$ cat src/verilog/zbuf_pkg.sv
// Sizes, element types, encodings and structs shared by the Z buffer slice
// Every RTL module and the testbench import this package
package zbuf_pkg;

  localparam int ZBUF_W = 4;   // Lanes
  localparam int ZBUF_D = 4;   // Elements held per lane
  localparam int ELEM_W = 16;  // Two's-complement integer element

  localparam int LANE_IDX_W  = $clog2(ZBUF_W);
  localparam int DEPTH_IDX_W = $clog2(ZBUF_D);
  localparam int CMD_LFT_W   = DEPTH_IDX_W + 1;  // Wide enough to also hold D

  typedef logic [ELEM_W-1:0] elem_t;
  typedef elem_t [ZBUF_W-1:0] lane_vec_t;   // One element per lane
  typedef elem_t [ZBUF_D-1:0] depth_vec_t;  // Y input row, Z output row

  typedef enum logic [2:0] {
    OP_NOP   = 3'd0,
    OP_CLEAR = 3'd1,
    OP_SET_X = 3'd2,
    OP_LOAD  = 3'd3,
    OP_PUSH  = 3'd4,
    OP_STORE = 3'd5
  } zbuf_op_e;

  typedef enum logic [1:0] {
    ST_IDLE  = 2'd0,
    ST_LOAD  = 2'd1,
    ST_PUSH  = 2'd2,
    ST_STORE = 2'd3
  } zbuf_state_e;

  // Single-cycle command from the host
  typedef struct packed {
    logic                 valid;
    zbuf_op_e             op;
    logic [CMD_LFT_W-1:0] cols_lftovr;  // Valid Y elements per row, 0 means all
    lane_vec_t            x;
    elem_t                wt;
  } zbuf_cmd_t;

  // Decoder to buffer
  typedef struct packed {
    logic                   clear;
    logic                   load;
    logic                   y_valid;
    logic                   push;
    logic                   store;
    logic                   ready;
    logic [DEPTH_IDX_W-1:0] cols_lftovr;
  } zbuf_ctrl_t;

  // Buffer to decoder, one-cycle pulses
  typedef struct packed {
    logic loaded;
    logic y_pushed;
    logic empty;
  } zbuf_flags_t;

endpackage

$ cat src/verilog/zbuf_cmd_decoder.sv
`timescale 1ns/1ps
// Decode stage of the Z buffer: accepts commands while idle and steps through
// load, push and store until the buffer flags the end of each one
module zbuf_cmd_decoder
  import zbuf_pkg::*;
(
  input  logic        buffer_clock,
  input  logic        rst_ni,
  input  zbuf_cmd_t   cmd_i,
  input  logic        y_valid_i,
  input  logic        z_ready_i,
  input  zbuf_flags_t flags_i,
  output zbuf_ctrl_t  ctrl_o,
  output logic        set_x_o,
  output logic        busy_o,
  output logic        y_ready_o,
  output logic        z_valid_o
);

  zbuf_state_e            state_q, state_d;
  logic [DEPTH_IDX_W-1:0] lftovr_q;
  logic                   accept;

  // Commands are only taken while idle
  assign accept = cmd_i.valid && (state_q == ST_IDLE);

  always_comb begin : next_state
    state_d = state_q;
    case (state_q)
      ST_IDLE: begin
        if (accept) begin
          case (cmd_i.op)
            OP_LOAD:  state_d = ST_LOAD;
            OP_PUSH:  state_d = ST_PUSH;
            OP_STORE: state_d = ST_STORE;
            default:  state_d = ST_IDLE;  // NOP, CLEAR, SET_X finish at the edge
          endcase
        end
      end
      ST_LOAD: begin
        if (flags_i.loaded) state_d = ST_IDLE;
      end
      ST_PUSH: begin
        if (flags_i.y_pushed) state_d = ST_IDLE;
      end
      ST_STORE: begin
        if (flags_i.empty) state_d = ST_IDLE;
      end
      default: state_d = ST_IDLE;
    endcase
  end

  always_ff @(posedge buffer_clock or negedge rst_ni) begin : state_reg
    if (!rst_ni) begin
      state_q <= ST_IDLE;
    end else begin
      state_q <= state_d;
    end
  end

  // A value of D in the command truncates to 0, which also selects all columns
  always_ff @(posedge buffer_clock or negedge rst_ni) begin : lftovr_reg
    if (!rst_ni) begin
      lftovr_q <= '0;
    end else if (accept && cmd_i.op == OP_LOAD) begin
      lftovr_q <= cmd_i.cols_lftovr[DEPTH_IDX_W-1:0];
    end
  end

  always_comb begin : ctrl_drive
    ctrl_o.clear       = accept && (cmd_i.op == OP_CLEAR);
    ctrl_o.load        = (state_q == ST_LOAD);
    ctrl_o.y_valid     = (state_q == ST_LOAD) && y_valid_i;
    ctrl_o.push        = (state_q == ST_PUSH);
    ctrl_o.store       = (state_q == ST_STORE);
    ctrl_o.ready       = (state_q == ST_STORE) && z_ready_i;  // Beat completes
    ctrl_o.cols_lftovr = lftovr_q;
  end

  assign set_x_o   = accept && (cmd_i.op == OP_SET_X);  // Lanes latch X and wt
  assign busy_o    = (state_q != ST_IDLE);
  assign y_ready_o = (state_q == ST_LOAD);
  assign z_valid_o = (state_q == ST_STORE);

endmodule

$ cat src/verilog/zbuf_mac_lanes.sv
`timescale 1ns/1ps
// Execute stage of the Z buffer: W integer multiply-add lanes computing y + x*wt
// on the element leaving each lane during a push
module zbuf_mac_lanes
  import zbuf_pkg::*;
(
  input  logic      buffer_clock,
  input  logic      rst_ni,
  input  logic      set_x_i,
  input  lane_vec_t x_i,
  input  elem_t     wt_i,
  input  lane_vec_t y_lane_i,
  output lane_vec_t fill_lane_o
);

  lane_vec_t x_q;
  elem_t     wt_q;
  lane_vec_t prod;

  // X vector and weight stay until the next SET_X
  always_ff @(posedge buffer_clock or negedge rst_ni) begin : operand_regs
    if (!rst_ni) begin
      x_q  <= '0;
      wt_q <= '0;
    end else if (set_x_i) begin
      x_q  <= x_i;
      wt_q <= wt_i;
    end
  end

  // Arithmetic wraps at 16 bits, so only the low half of each product matters
  always_comb begin : lane_mac
    for (int w = 0; w < ZBUF_W; w++) begin
      prod[w]        = x_q[w] * wt_q;
      fill_lane_o[w] = y_lane_i[w] + prod[w];
    end
  end

endmodule

$ cat src/verilog/zbuf_result_buffer.sv
`timescale 1ns/1ps
// Result stage of the Z buffer: D-by-W element array loaded by columns,
// rotated through the MAC lanes on push and drained lane by lane on store
module zbuf_result_buffer
  import zbuf_pkg::*;
(
  input  logic        buffer_clock,
  input  logic        rst_ni,
  input  zbuf_ctrl_t  ctrl_i,
  input  depth_vec_t  y_data_i,
  input  lane_vec_t   fill_lane_i,
  output lane_vec_t   y_lane_o,
  output depth_vec_t  z_data_o,
  output zbuf_flags_t flags_o
);

  lane_vec_t [ZBUF_D-1:0] zbuf_q;     // Indexed [depth slot][lane]
  logic [LANE_IDX_W-1:0]  w_index;    // Lane taking the next Y row
  logic [DEPTH_IDX_W-1:0] d_index;    // Push step
  logic [LANE_IDX_W-1:0]  store_cnt;  // Rows already sent out
  logic [DEPTH_IDX_W:0]   depth;
  logic                   load_beat;
  logic                   store_beat;
  logic                   loaded;
  logic                   y_pushed;
  logic                   empty;

  assign load_beat  = ctrl_i.load && ctrl_i.y_valid;
  assign store_beat = ctrl_i.store && ctrl_i.ready;

  // Number of Y elements kept per row
  assign depth = (ctrl_i.cols_lftovr == '0) ? (DEPTH_IDX_W+1)'(ZBUF_D)
                                            : {1'b0, ctrl_i.cols_lftovr};

  always_ff @(posedge buffer_clock or negedge rst_ni) begin : z_array
    if (!rst_ni) begin
      zbuf_q <= '0;
    end else if (ctrl_i.clear) begin
      zbuf_q <= '0;
    end else if (ctrl_i.push) begin
      // Slot D-1 goes to the lanes and comes back updated into slot 0
      for (int d = ZBUF_D-1; d > 0; d--) begin
        zbuf_q[d] <= zbuf_q[d-1];
      end
      zbuf_q[0] <= fill_lane_i;
    end else if (store_beat) begin
      for (int d = 0; d < ZBUF_D; d++) begin
        for (int w = 0; w < ZBUF_W-1; w++) begin
          zbuf_q[d][w] <= zbuf_q[d][w+1];  // Shift toward lane 0
        end
        zbuf_q[d][ZBUF_W-1] <= '0;
      end
    end else if (load_beat) begin
      for (int d = 0; d < ZBUF_D; d++) begin
        zbuf_q[ZBUF_D-1-d][w_index] <= (d < depth) ? y_data_i[d] : '0;
      end
    end
  end

  // Flags fire on the last event of each operation
  assign loaded   = load_beat && (w_index == LANE_IDX_W'(ZBUF_W-1));
  assign y_pushed = ctrl_i.push && (d_index == DEPTH_IDX_W'(ZBUF_D-1));
  assign empty    = store_beat && (store_cnt == LANE_IDX_W'(ZBUF_W-1));

  always_ff @(posedge buffer_clock or negedge rst_ni) begin : load_counter
    if (!rst_ni) begin
      w_index <= '0;
    end else if (ctrl_i.clear || loaded) begin
      w_index <= '0;
    end else if (load_beat) begin
      w_index <= w_index + 1'b1;
    end
  end

  always_ff @(posedge buffer_clock or negedge rst_ni) begin : push_counter
    if (!rst_ni) begin
      d_index <= '0;
    end else if (ctrl_i.clear || y_pushed) begin
      d_index <= '0;
    end else if (ctrl_i.push) begin
      d_index <= d_index + 1'b1;
    end
  end

  always_ff @(posedge buffer_clock or negedge rst_ni) begin : store_counter
    if (!rst_ni) begin
      store_cnt <= '0;
    end else if (ctrl_i.clear || empty) begin
      store_cnt <= '0;
    end else if (store_beat) begin
      store_cnt <= store_cnt + 1'b1;
    end
  end

  assign flags_o.loaded   = loaded;
  assign flags_o.y_pushed = y_pushed;
  assign flags_o.empty    = empty;

  // Lanes only see data during a push
  assign y_lane_o = ctrl_i.push ? zbuf_q[ZBUF_D-1] : '0;

  // Output row comes from lane 0, in load order
  always_comb begin : z_row
    for (int d = 0; d < ZBUF_D; d++) begin
      z_data_o[d] = zbuf_q[ZBUF_D-1-d][0];
    end
  end

endmodule

$ cat src/verilog/zbuf_top.sv
`timescale 1ns/1ps
// Top level of the Z buffer accumulation slice
// Commands drive the decoder, Y rows stream in and Z rows stream out
module zbuf_top
  import zbuf_pkg::*;
(
  input  logic       buffer_clock,
  input  logic       rst_ni,
  input  zbuf_cmd_t  cmd_i,
  input  depth_vec_t y_data_i,
  input  logic       y_valid_i,
  input  logic       z_ready_i,
  output logic       busy_o,
  output logic       y_ready_o,
  output depth_vec_t z_data_o,
  output logic       z_valid_o
);

  zbuf_ctrl_t  ctrl;
  zbuf_flags_t flags;
  logic        set_x;
  lane_vec_t   y_lane;     // Elements leaving the buffer on push
  lane_vec_t   fill_lane;  // Updated elements coming back

  zbuf_cmd_decoder u_decoder (
    .buffer_clock ( buffer_clock ),
    .rst_ni       ( rst_ni       ),
    .cmd_i        ( cmd_i        ),
    .y_valid_i    ( y_valid_i    ),
    .z_ready_i    ( z_ready_i    ),
    .flags_i      ( flags        ),
    .ctrl_o       ( ctrl         ),
    .set_x_o      ( set_x        ),
    .busy_o       ( busy_o       ),
    .y_ready_o    ( y_ready_o    ),
    .z_valid_o    ( z_valid_o    )
  );

  zbuf_mac_lanes u_lanes (
    .buffer_clock ( buffer_clock ),
    .rst_ni       ( rst_ni       ),
    .set_x_i      ( set_x        ),
    .x_i          ( cmd_i.x      ),
    .wt_i         ( cmd_i.wt     ),
    .y_lane_i     ( y_lane       ),
    .fill_lane_o  ( fill_lane    )
  );

  zbuf_result_buffer u_buffer (
    .buffer_clock ( buffer_clock ),
    .rst_ni       ( rst_ni       ),
    .ctrl_i       ( ctrl         ),
    .y_data_i     ( y_data_i     ),
    .fill_lane_i  ( fill_lane    ),
    .y_lane_o     ( y_lane       ),
    .z_data_o     ( z_data_o     ),
    .flags_o      ( flags        )
  );

endmodule

$ cat config.mk
export PLATFORM = sky130hd
export DESIGN_NAME = zbuf_top
export DESIGN_NICKNAME = d
export VERILOG_FILES = /design/src/verilog/zbuf_pkg.sv /design/src/verilog/zbuf_cmd_decoder.sv /design/src/verilog/zbuf_mac_lanes.sv /design/src/verilog/zbuf_result_buffer.sv /design/src/verilog/zbuf_top.sv
export SDC_FILE = /design/constraint.sdc
export NUM_CORES = 2
export LEC_CHECK = 0
export BUFFER_PORTS_ARGS = -buffer_cell sky130_fd_sc_hd__buf_2
export CORE_ASPECT_RATIO = 0.7
export CORE_MARGIN = 4
export CORE_UTILIZATION = 45
export CTS_CLUSTER_SIZE = 16
export DETAILED_ROUTE_END_ITERATION = 12
export GPL_ROUTABILITY_DRIVEN = 0
export SLEW_MARGIN = 20
export SYNTH_ARGS = -nofsm -noshare
export SYNTH_HDL_FRONTEND = slang
export SYNTH_SLANG_ARGS = --single-unit
$ cat constraint.sdc
create_clock -name buffer_clock -period 6.1 [get_ports buffer_clock]
set_clock_uncertainty 0.1 [all_clocks]
set_input_delay 0.915 -clock buffer_clock [delete_from_list [all_inputs] [get_ports buffer_clock]]
set_output_delay 0.915 -clock buffer_clock [all_outputs]
set_load 0.02 [all_outputs]
# Word-level counts from Yosys, hierarchy flattened
# Cells that the tools add are included.
# Widths: inputs -> output; s select.
totals:
  reg_bits: 346
  input_bits: 155
  out_inout_bits: 67
  wordCells: 109
classes:
  addsub: 7
  multipliers: 4
  order_cmp: 6
  n_eq_ne: 15
  muxes: 28
  n_reduce_logical: 23
op_table:
  columns: ["cell", "count"]
  rows:
  - ["$mux 256", 4]
  - ["$bwmux 64", 4]
  - ["$mux 16", 5]
  - ["$add 16x16->16", 4]
  - ["$mul 16x16->16", 4]
  - ["$mux 64", 1]
  - ["$demux 16 s2", 1]
  - ["$mux 2", 10]
  - ["$logic_and 1x1->1", 12]
  - ["$eq 2x2->1 const B", 5]
  - ["$pmux 2 s4", 1]
  - ["$reduce_bool 2->1", 4]
  - ["$add 2x1->2 const B", 3]
  - ["$eq 3x2->1 const B", 2]
  - ["$eq 3x3->1 const B", 2]
  - ["$lt 1x3->1 const A", 2]
  - ["$lt 2x3->1 const A", 2]
  - ["$ne 2x1->1 const B", 3]
  - ["$pmux 2 s3", 1]
  - ["$logic_not 2->1", 2]
  - ["$reduce_and 4->1", 1]
  - ["$reduce_bool 4->1", 1]
  - ["$eq 3x1->1 const B", 1]
  - ["$logic_or 1x1->1", 3]
  - ["5 further kinds", 5]

# Longest topological paths before layout
depth:
  word_depth: 9
  ltp_mapped: 23
  mapped_depth_nobuf: 19

# Modules after synthesis
# From an unflattened synthesis, not the netlist that was laid out.
unflattened:
  hier_cells: 3859
  hier_area_um2: 35780.6
by_module_without_submodules:
  columns: ["module", "n_inst", "cells_each", "area_each_um2", "seq_area_each_um2"]
  rows:
  - ["zbuf_mac_lanes", 1, 2288, 20472.1, 2001.9]
  - ["zbuf_result_buffer", 1, 1541, 15014.4, 6556.3]
  - ["zbuf_cmd_decoder", 1, 30, 294.0, 100.1]

# Least setup slack after synthesis
# Ideal clock, no wire load.
synth_timing:
  kind: "register -> register"
  startpoint: "register u_lanes.wt_q[1]"
  endpoint: "register u_buffer.zbuf_q[47] in the netlist's numbering"
  setup_ns: 0.095
  t_arrival_ns: 5.350
  t_required_ns: 5.905
  setup_slack_ns: 0.555
  stages_incl_launch_ff: 21
  n_path_buf: 3
  period_less_slack_ns: 5.545
  cell_sequence: "dfrtp_1 > clkbuf_2 > clkbuf_1 > clkbuf_1 > nand2_1 > fa_1 > fa_1 > fa_1 > inv_1 > fa_1 > fa_1 > inv_1 > fa_1 > inv_1 > ha_1 > and3_1 > a32o_1 > o21ai_0 > a21oi_1 > o21a_1 > o31ai_1"
synth_via:
  elab_chain_cells: 4
synth_lines:
  columns: ["item", "line", "source"]
  rows:
  - ["start: declaration", "zbuf_mac_lanes.sv:17", "elem_t wt_q;"]
  - ["start signal: assignment", "zbuf_mac_lanes.sv:27", "wt_q <= wt_i;"]
  - ["$mul 16x16->16", "zbuf_mac_lanes.sv:34", "prod[w] = x_q[w] * wt_q;"]
  - ["$add 16x16->16", "zbuf_mac_lanes.sv:35", "fill_lane_o[w] = y_lane_i[w] + prod[w];"]
  - ["$mux 256", "zbuf_result_buffer.sv:40", "end else if (ctrl_i.push) begin"]
  - ["$mux 256", "zbuf_result_buffer.sv:38", "end else if (ctrl_i.clear) begin"]
  - ["end signal: indexed assignment", "zbuf_result_buffer.sv:43", "zbuf_q[d] <= zbuf_q[d-1];"]
  - ["end signal: indexed assignment", "zbuf_result_buffer.sv:49", "zbuf_q[d][w] <= zbuf_q[d][w+1];"]
  - ["end signal: indexed assignment", "zbuf_result_buffer.sv:55", "zbuf_q[ZBUF_D-1-d][w_index] <= (d < depth) ? y_data_i[d] : '0;"]
  - ["end: declaration", "zbuf_result_buffer.sv:17", "lane_vec_t [ZBUF_D-1:0] zbuf_q;"]
# Every way passes these cells.
# A chain may end at the register's enable or synchronous reset.

# Final worst setup path
layout_timing:
  startpoint: "register u_lanes.wt_q[1]"
  endpoint: "register u_buffer.zbuf_q (netlist bit u_buffer.z_data_o[63])"
# The elaborated chain is that of the path after synthesis.

==> results.md <==
| Group | Result | Value |
|:---|:---|:---|
| finish | Storage element area | 8668 um^2 |
| critical path | Critical Path Fanout Max | 14 |
| critical path | Largest stage delay, worst path | 600 ps |
| critical path | Kind of end point of the critical path | flop |
| critical path | Slowest stage cell, crit path | sky130_fd_sc_hd__fa_1 |
| clocking | Insertion delay to the later sink of the worst-skew pair | 610 ps |
| finish | Synthesis-to-layout area growth | 8.688% |
| die | Starting Density | 45.61% |
| finish | Fillers | 7,587 |
| clocking | H-tree lvl count | 2 |
| yosys | Most common library cells after synthesis | 617 x sky130_fd_sc_hd__inv_1, 565 x sky130_fd_sc_hd__nand2_1, 376 x sky130_fd_sc_hd__fa_1 |
| critical path | Cell Chain, Critical Path | buf_4 -> and2_1 -> fa_1 -> inv_1 -> fa_1 -> fa_1 -> fa_1 -> inv_1 -> fa_1 -> inv_1 -> fa_1 -> inv_1 -> ha_1 -> a21o_1 -> a21oi_1 -> o21a_1 -> o21ai_0 -> xnor2_1 -> o21ai_1 |
| critical path | CP Data Arrival Time | 6240 ps |
| sta | Post-layout min period | 5880 ps |
| grt | Largest net degree at the start of global routing | 168 |
| sta | Unrepaired setup endpoints after global routing | false |
| routing | Total met3 wirelength after detailed routing | 15,030 um |
| routing | Detail-routed net length per standard cell | 23.09 um |
| critical path | WP data required | 6460 ps |
| clocking | Maximum root-to-sink buffer count | 3 |
| finish | Net count of the finished layout | 4,948 |
| routing | DRC | 0 |
| grt | Total routing resource utilization after global routing | 28.78% |
| finish | Fraction of final layout cells with drive strength greater than 1 | 11.86% |
| sta | Hold Violations, Final | 0 |
| placement | Number of I/O port buffers | 220 |
| yosys | Cell accounting for the most synthesized area | sky130_fd_sc_hd__dfrtp_1 |
| grt | Grt total ovfl | 0 |
| sta | Slew headroom | 24.21% |
| yosys | Total standard cell area after synthesis | 36,070 um^2 |
| clocking | Buffer cell driving the clock tree root | sky130_fd_sc_hd__clkbuf_16 |
| routing | Vias post-DR | 29,809 |
| yosys | Share of flip-flops with an asynchronous set or reset | 100.0% |
| finish | Multi-input gate area | 23,470 um^2 |
| status | Status | completed |
| die | Std-Cell Rows | 86 |
| routing | Antenna violation net count after detailed routing | 0 |
| yosys | Post-synthesis sequential area ratio | 24.00% |
| clocking | Cts bufs inserted | 41 |
| critical path | Type of origin of the critical path | flop |
| critical path | Critical path class | flop to flop |
| grt | Via count of the first global-routing pass | 29,278 |
| sta | Fin crit share | 96.39% |
| yosys | Dominant cells by area after synthesis | sky130_fd_sc_hd__dfrtp_1 24%, sky130_fd_sc_hd__fa_1 21%, sky130_fd_sc_hd__ha_1 7.5% |
| routing | Highest routed metal layer | met5 |
| die | DIE AREA | 84,830 um^2 |
| routing | Post-Route WL | 122,300 um |
| sta | Final setup viols | 0 |
| die | Count of pins on the block boundary | 222 |
| yosys | Number of enable-type register cells in the synthesized netlist | 0 |
| yosys | Synthesized flop and latch total | 346 |
| clocking | CTS tree | done |
| yosys | Synth Warn # | 0 |
| critical path | Setup slack of the most critical reg-to-reg path | 220 ps |
| yosys | Most common cell in the synthesized netlist | sky130_fd_sc_hd__inv_1 |
| yosys | Count of different cell masters after synthesis | 58 |
| critical path | Most prevalent standard cell on the critical path | sky130_fd_sc_hd__fa_1 |
| sta | Sum of negative setup slack | 0 ps |
| clocking | Reg clk slew, reported paths | 70 ps |
| die | Die outline height | 244.9 um |
| worst hold path | Path type of the worst min-delay path | input pin to asynchronous set/reset pin |
| routing | Number of vias per cell after detailed routing | 5.630 |
| yosys | Syn Area/Cell | 8.601 um^2 |
| die | DIE WIDTH | 346.4 um |
| yosys | Mapped Nets | 4,941 |
| sta | Final number of max-transition violations | 0 |
| yosys | Main synth FF type | sky130_fd_sc_hd__dfrtp_1 |
| placement | Detailed Place HPWL | 92,640 um |
| grt | Antenna violations before repair | 10 |
| job | Max-cap violations | 0 |
| grt | Global-route wire length before repair | 186,700 um |
| yosys | Count of mapped cells out of synthesis | 4,194 |
| routing | 1st-pass router iterations | 8 |
| sta | Peak clock frequency supported by timing | 170.1 MHz |
| routing | Met2 wire length | 50,800 um |
| sta | Transition time at the pin with the least slew margin | 1137 ps |
| routing | Detailed router's first-iteration violation count | 3,529 |
| routing | Wire length on met1 | 53,940 um |
| yosys | Share of Yosys cell area claimed by the top area cell type | 24.00% |
| die | Floorplan core area | 79,090 um^2 |
| clocking | TritonCTS sink count | 346 |
[per-layer routing]
| layer | up-vias | global-route usage, % |
|---|---|---|
| li1 | 13518 | - |
| met1 | 14820 | 42.33 |
| met2 | 1312 | 40.81 |
| met4 | 8 | 5.771 |
| met3 | 151 | 10.28 |
| met5 | - | 0 |
[path summary, 6_finish.rpt]
path	endpoint	start	depth (start not counted)
worst min register to register	u_decoder.lftovr_q[1]$_DFFE_PN0P_	u_decoder.lftovr_q[1]$_DFFE_PN0P_	1
worst max register to register	u_buffer.z_data_o[63]$_DFFE_PN0P_	u_lanes.wt_q[1]$_DFFE_PN0P_	19
max in group asynchronous	u_lanes.x_q[44]$_DFFE_PN0P_	rst_ni	2
min in group buffer_clock	u_decoder.lftovr_q[1]$_DFFE_PN0P_	u_decoder.lftovr_q[1]$_DFFE_PN0P_	1
worst min-delay path	u_buffer.z_data_o[35]$_DFFE_PN0P_	rst_ni	1
worst max-delay path	u_buffer.z_data_o[63]$_DFFE_PN0P_	u_lanes.wt_q[1]$_DFFE_PN0P_	19
[state kept, by name, indices dropped and copies added, names as in the netlist]
name / count
u_decoder.state_q: 2
u_lanes.x_q: 64
u_decoder.lftovr_q: 2
u_buffer.store_cnt: 2
u_buffer.z_data_o: 64
u_lanes.wt_q: 16
u_buffer.zbuf_q: 192
u_buffer.w_index: 2
u_buffer.d_index: 2
[cell usage in the layout (no fill, tap or decap), drive strengths merged, types with 4 or more instances in the layout]
cell type and count:
nor3 13, fa 376, and3 9, a21oi 288, a32oi 13, a21o 18
xnor2 101, and2 235, nand3 279, a32o 26, o21bai 8, clkinv 12
nand2b 5, a221o 50, nor2 38, nor2b 50, buf 323, xor2 44
xnor3 8, nand2 569, clkbuf 56, a211oi 6, inv 620, o21ai 290
nand4 17, a22oi 49, dfrtp 346, o21a 10, mux2 83, ha 216
diode 7, a31oi 4, o31ai 38
[worst max-delay path: cells and delay by family, from the launching register on]
kind                     cells  cell delay, ps
adder cells (fa/ha/maj)      7            3440
AO/OA/AOI/OAI                5             760
flip-flops                   1             590
buffers and inverters        5             400
XOR/XNOR                     1             280
AND/OR/NAND/NOR              1             160
[stage by stage]
stage          worst slack (ps)  area, um^2  hold slack (ps)  instances  utilization, %
2_1_floorplan             555.0       36070            363.7       4194               -
3_3_place_gp              252.6       37810            388.1       5213           47.81
5_1_grt                   12.19       39200            187.9       5292           49.57
4_1_cts                   190.7       39150            162.4       5287           49.50
6_report                  220.0       39210            154.7       5295           49.58
3_5_place_dp              205.3       37810            389.5       5213           47.81
[kinds of logic after synthesis]
| logic type | after synthesis | share of synthesized area (%) |
|---|---|---|
| AO/OA/AOI/OAI | 814 | 13.54 |
| AND/OR/NAND/NOR | 1229 | 16.22 |
| flip-flops | 346 | 24.00 |
| multiplexers | 84 | 2.619 |
| buffers and inverters | 976 | 11.18 |
| XOR/XNOR | 153 | 4.082 |
| adder cells (fa/ha/maj) | 592 | 28.36 |
[timing repair]
| action | 4_1_cts | 5_1_grt |
|---|---|---|
| endpoints found under the hold margin | 0 | 0 |
| setup buffers | 0 | 0 |
| hold buffers | 0 | 0 |
| setup endpoints to repair | 0 | 5 |
| resized for setup | 0 | 4 |
[cell type report]
| type | count | share of cell area (%) |
|---|---|---|
| Antenna cell | 7 | 0.04468 |
| Clock buffer | 56 | 2.862 |
| Clock inverter | 18 | 0.5489 |
| Inverter | 617 | 5.907 |
| Multi-Input combinational cell | 2872 | 59.86 |
| Sequential cell | 346 | 22.11 |
| Tap cell | 1056 | 3.370 |
| Timing Repair Buffer | 323 | 5.304 |
Power is left out: the tool's default activity adds up to more than one toggle a clock period on the data nets, which glitch-free logic cannot reach.
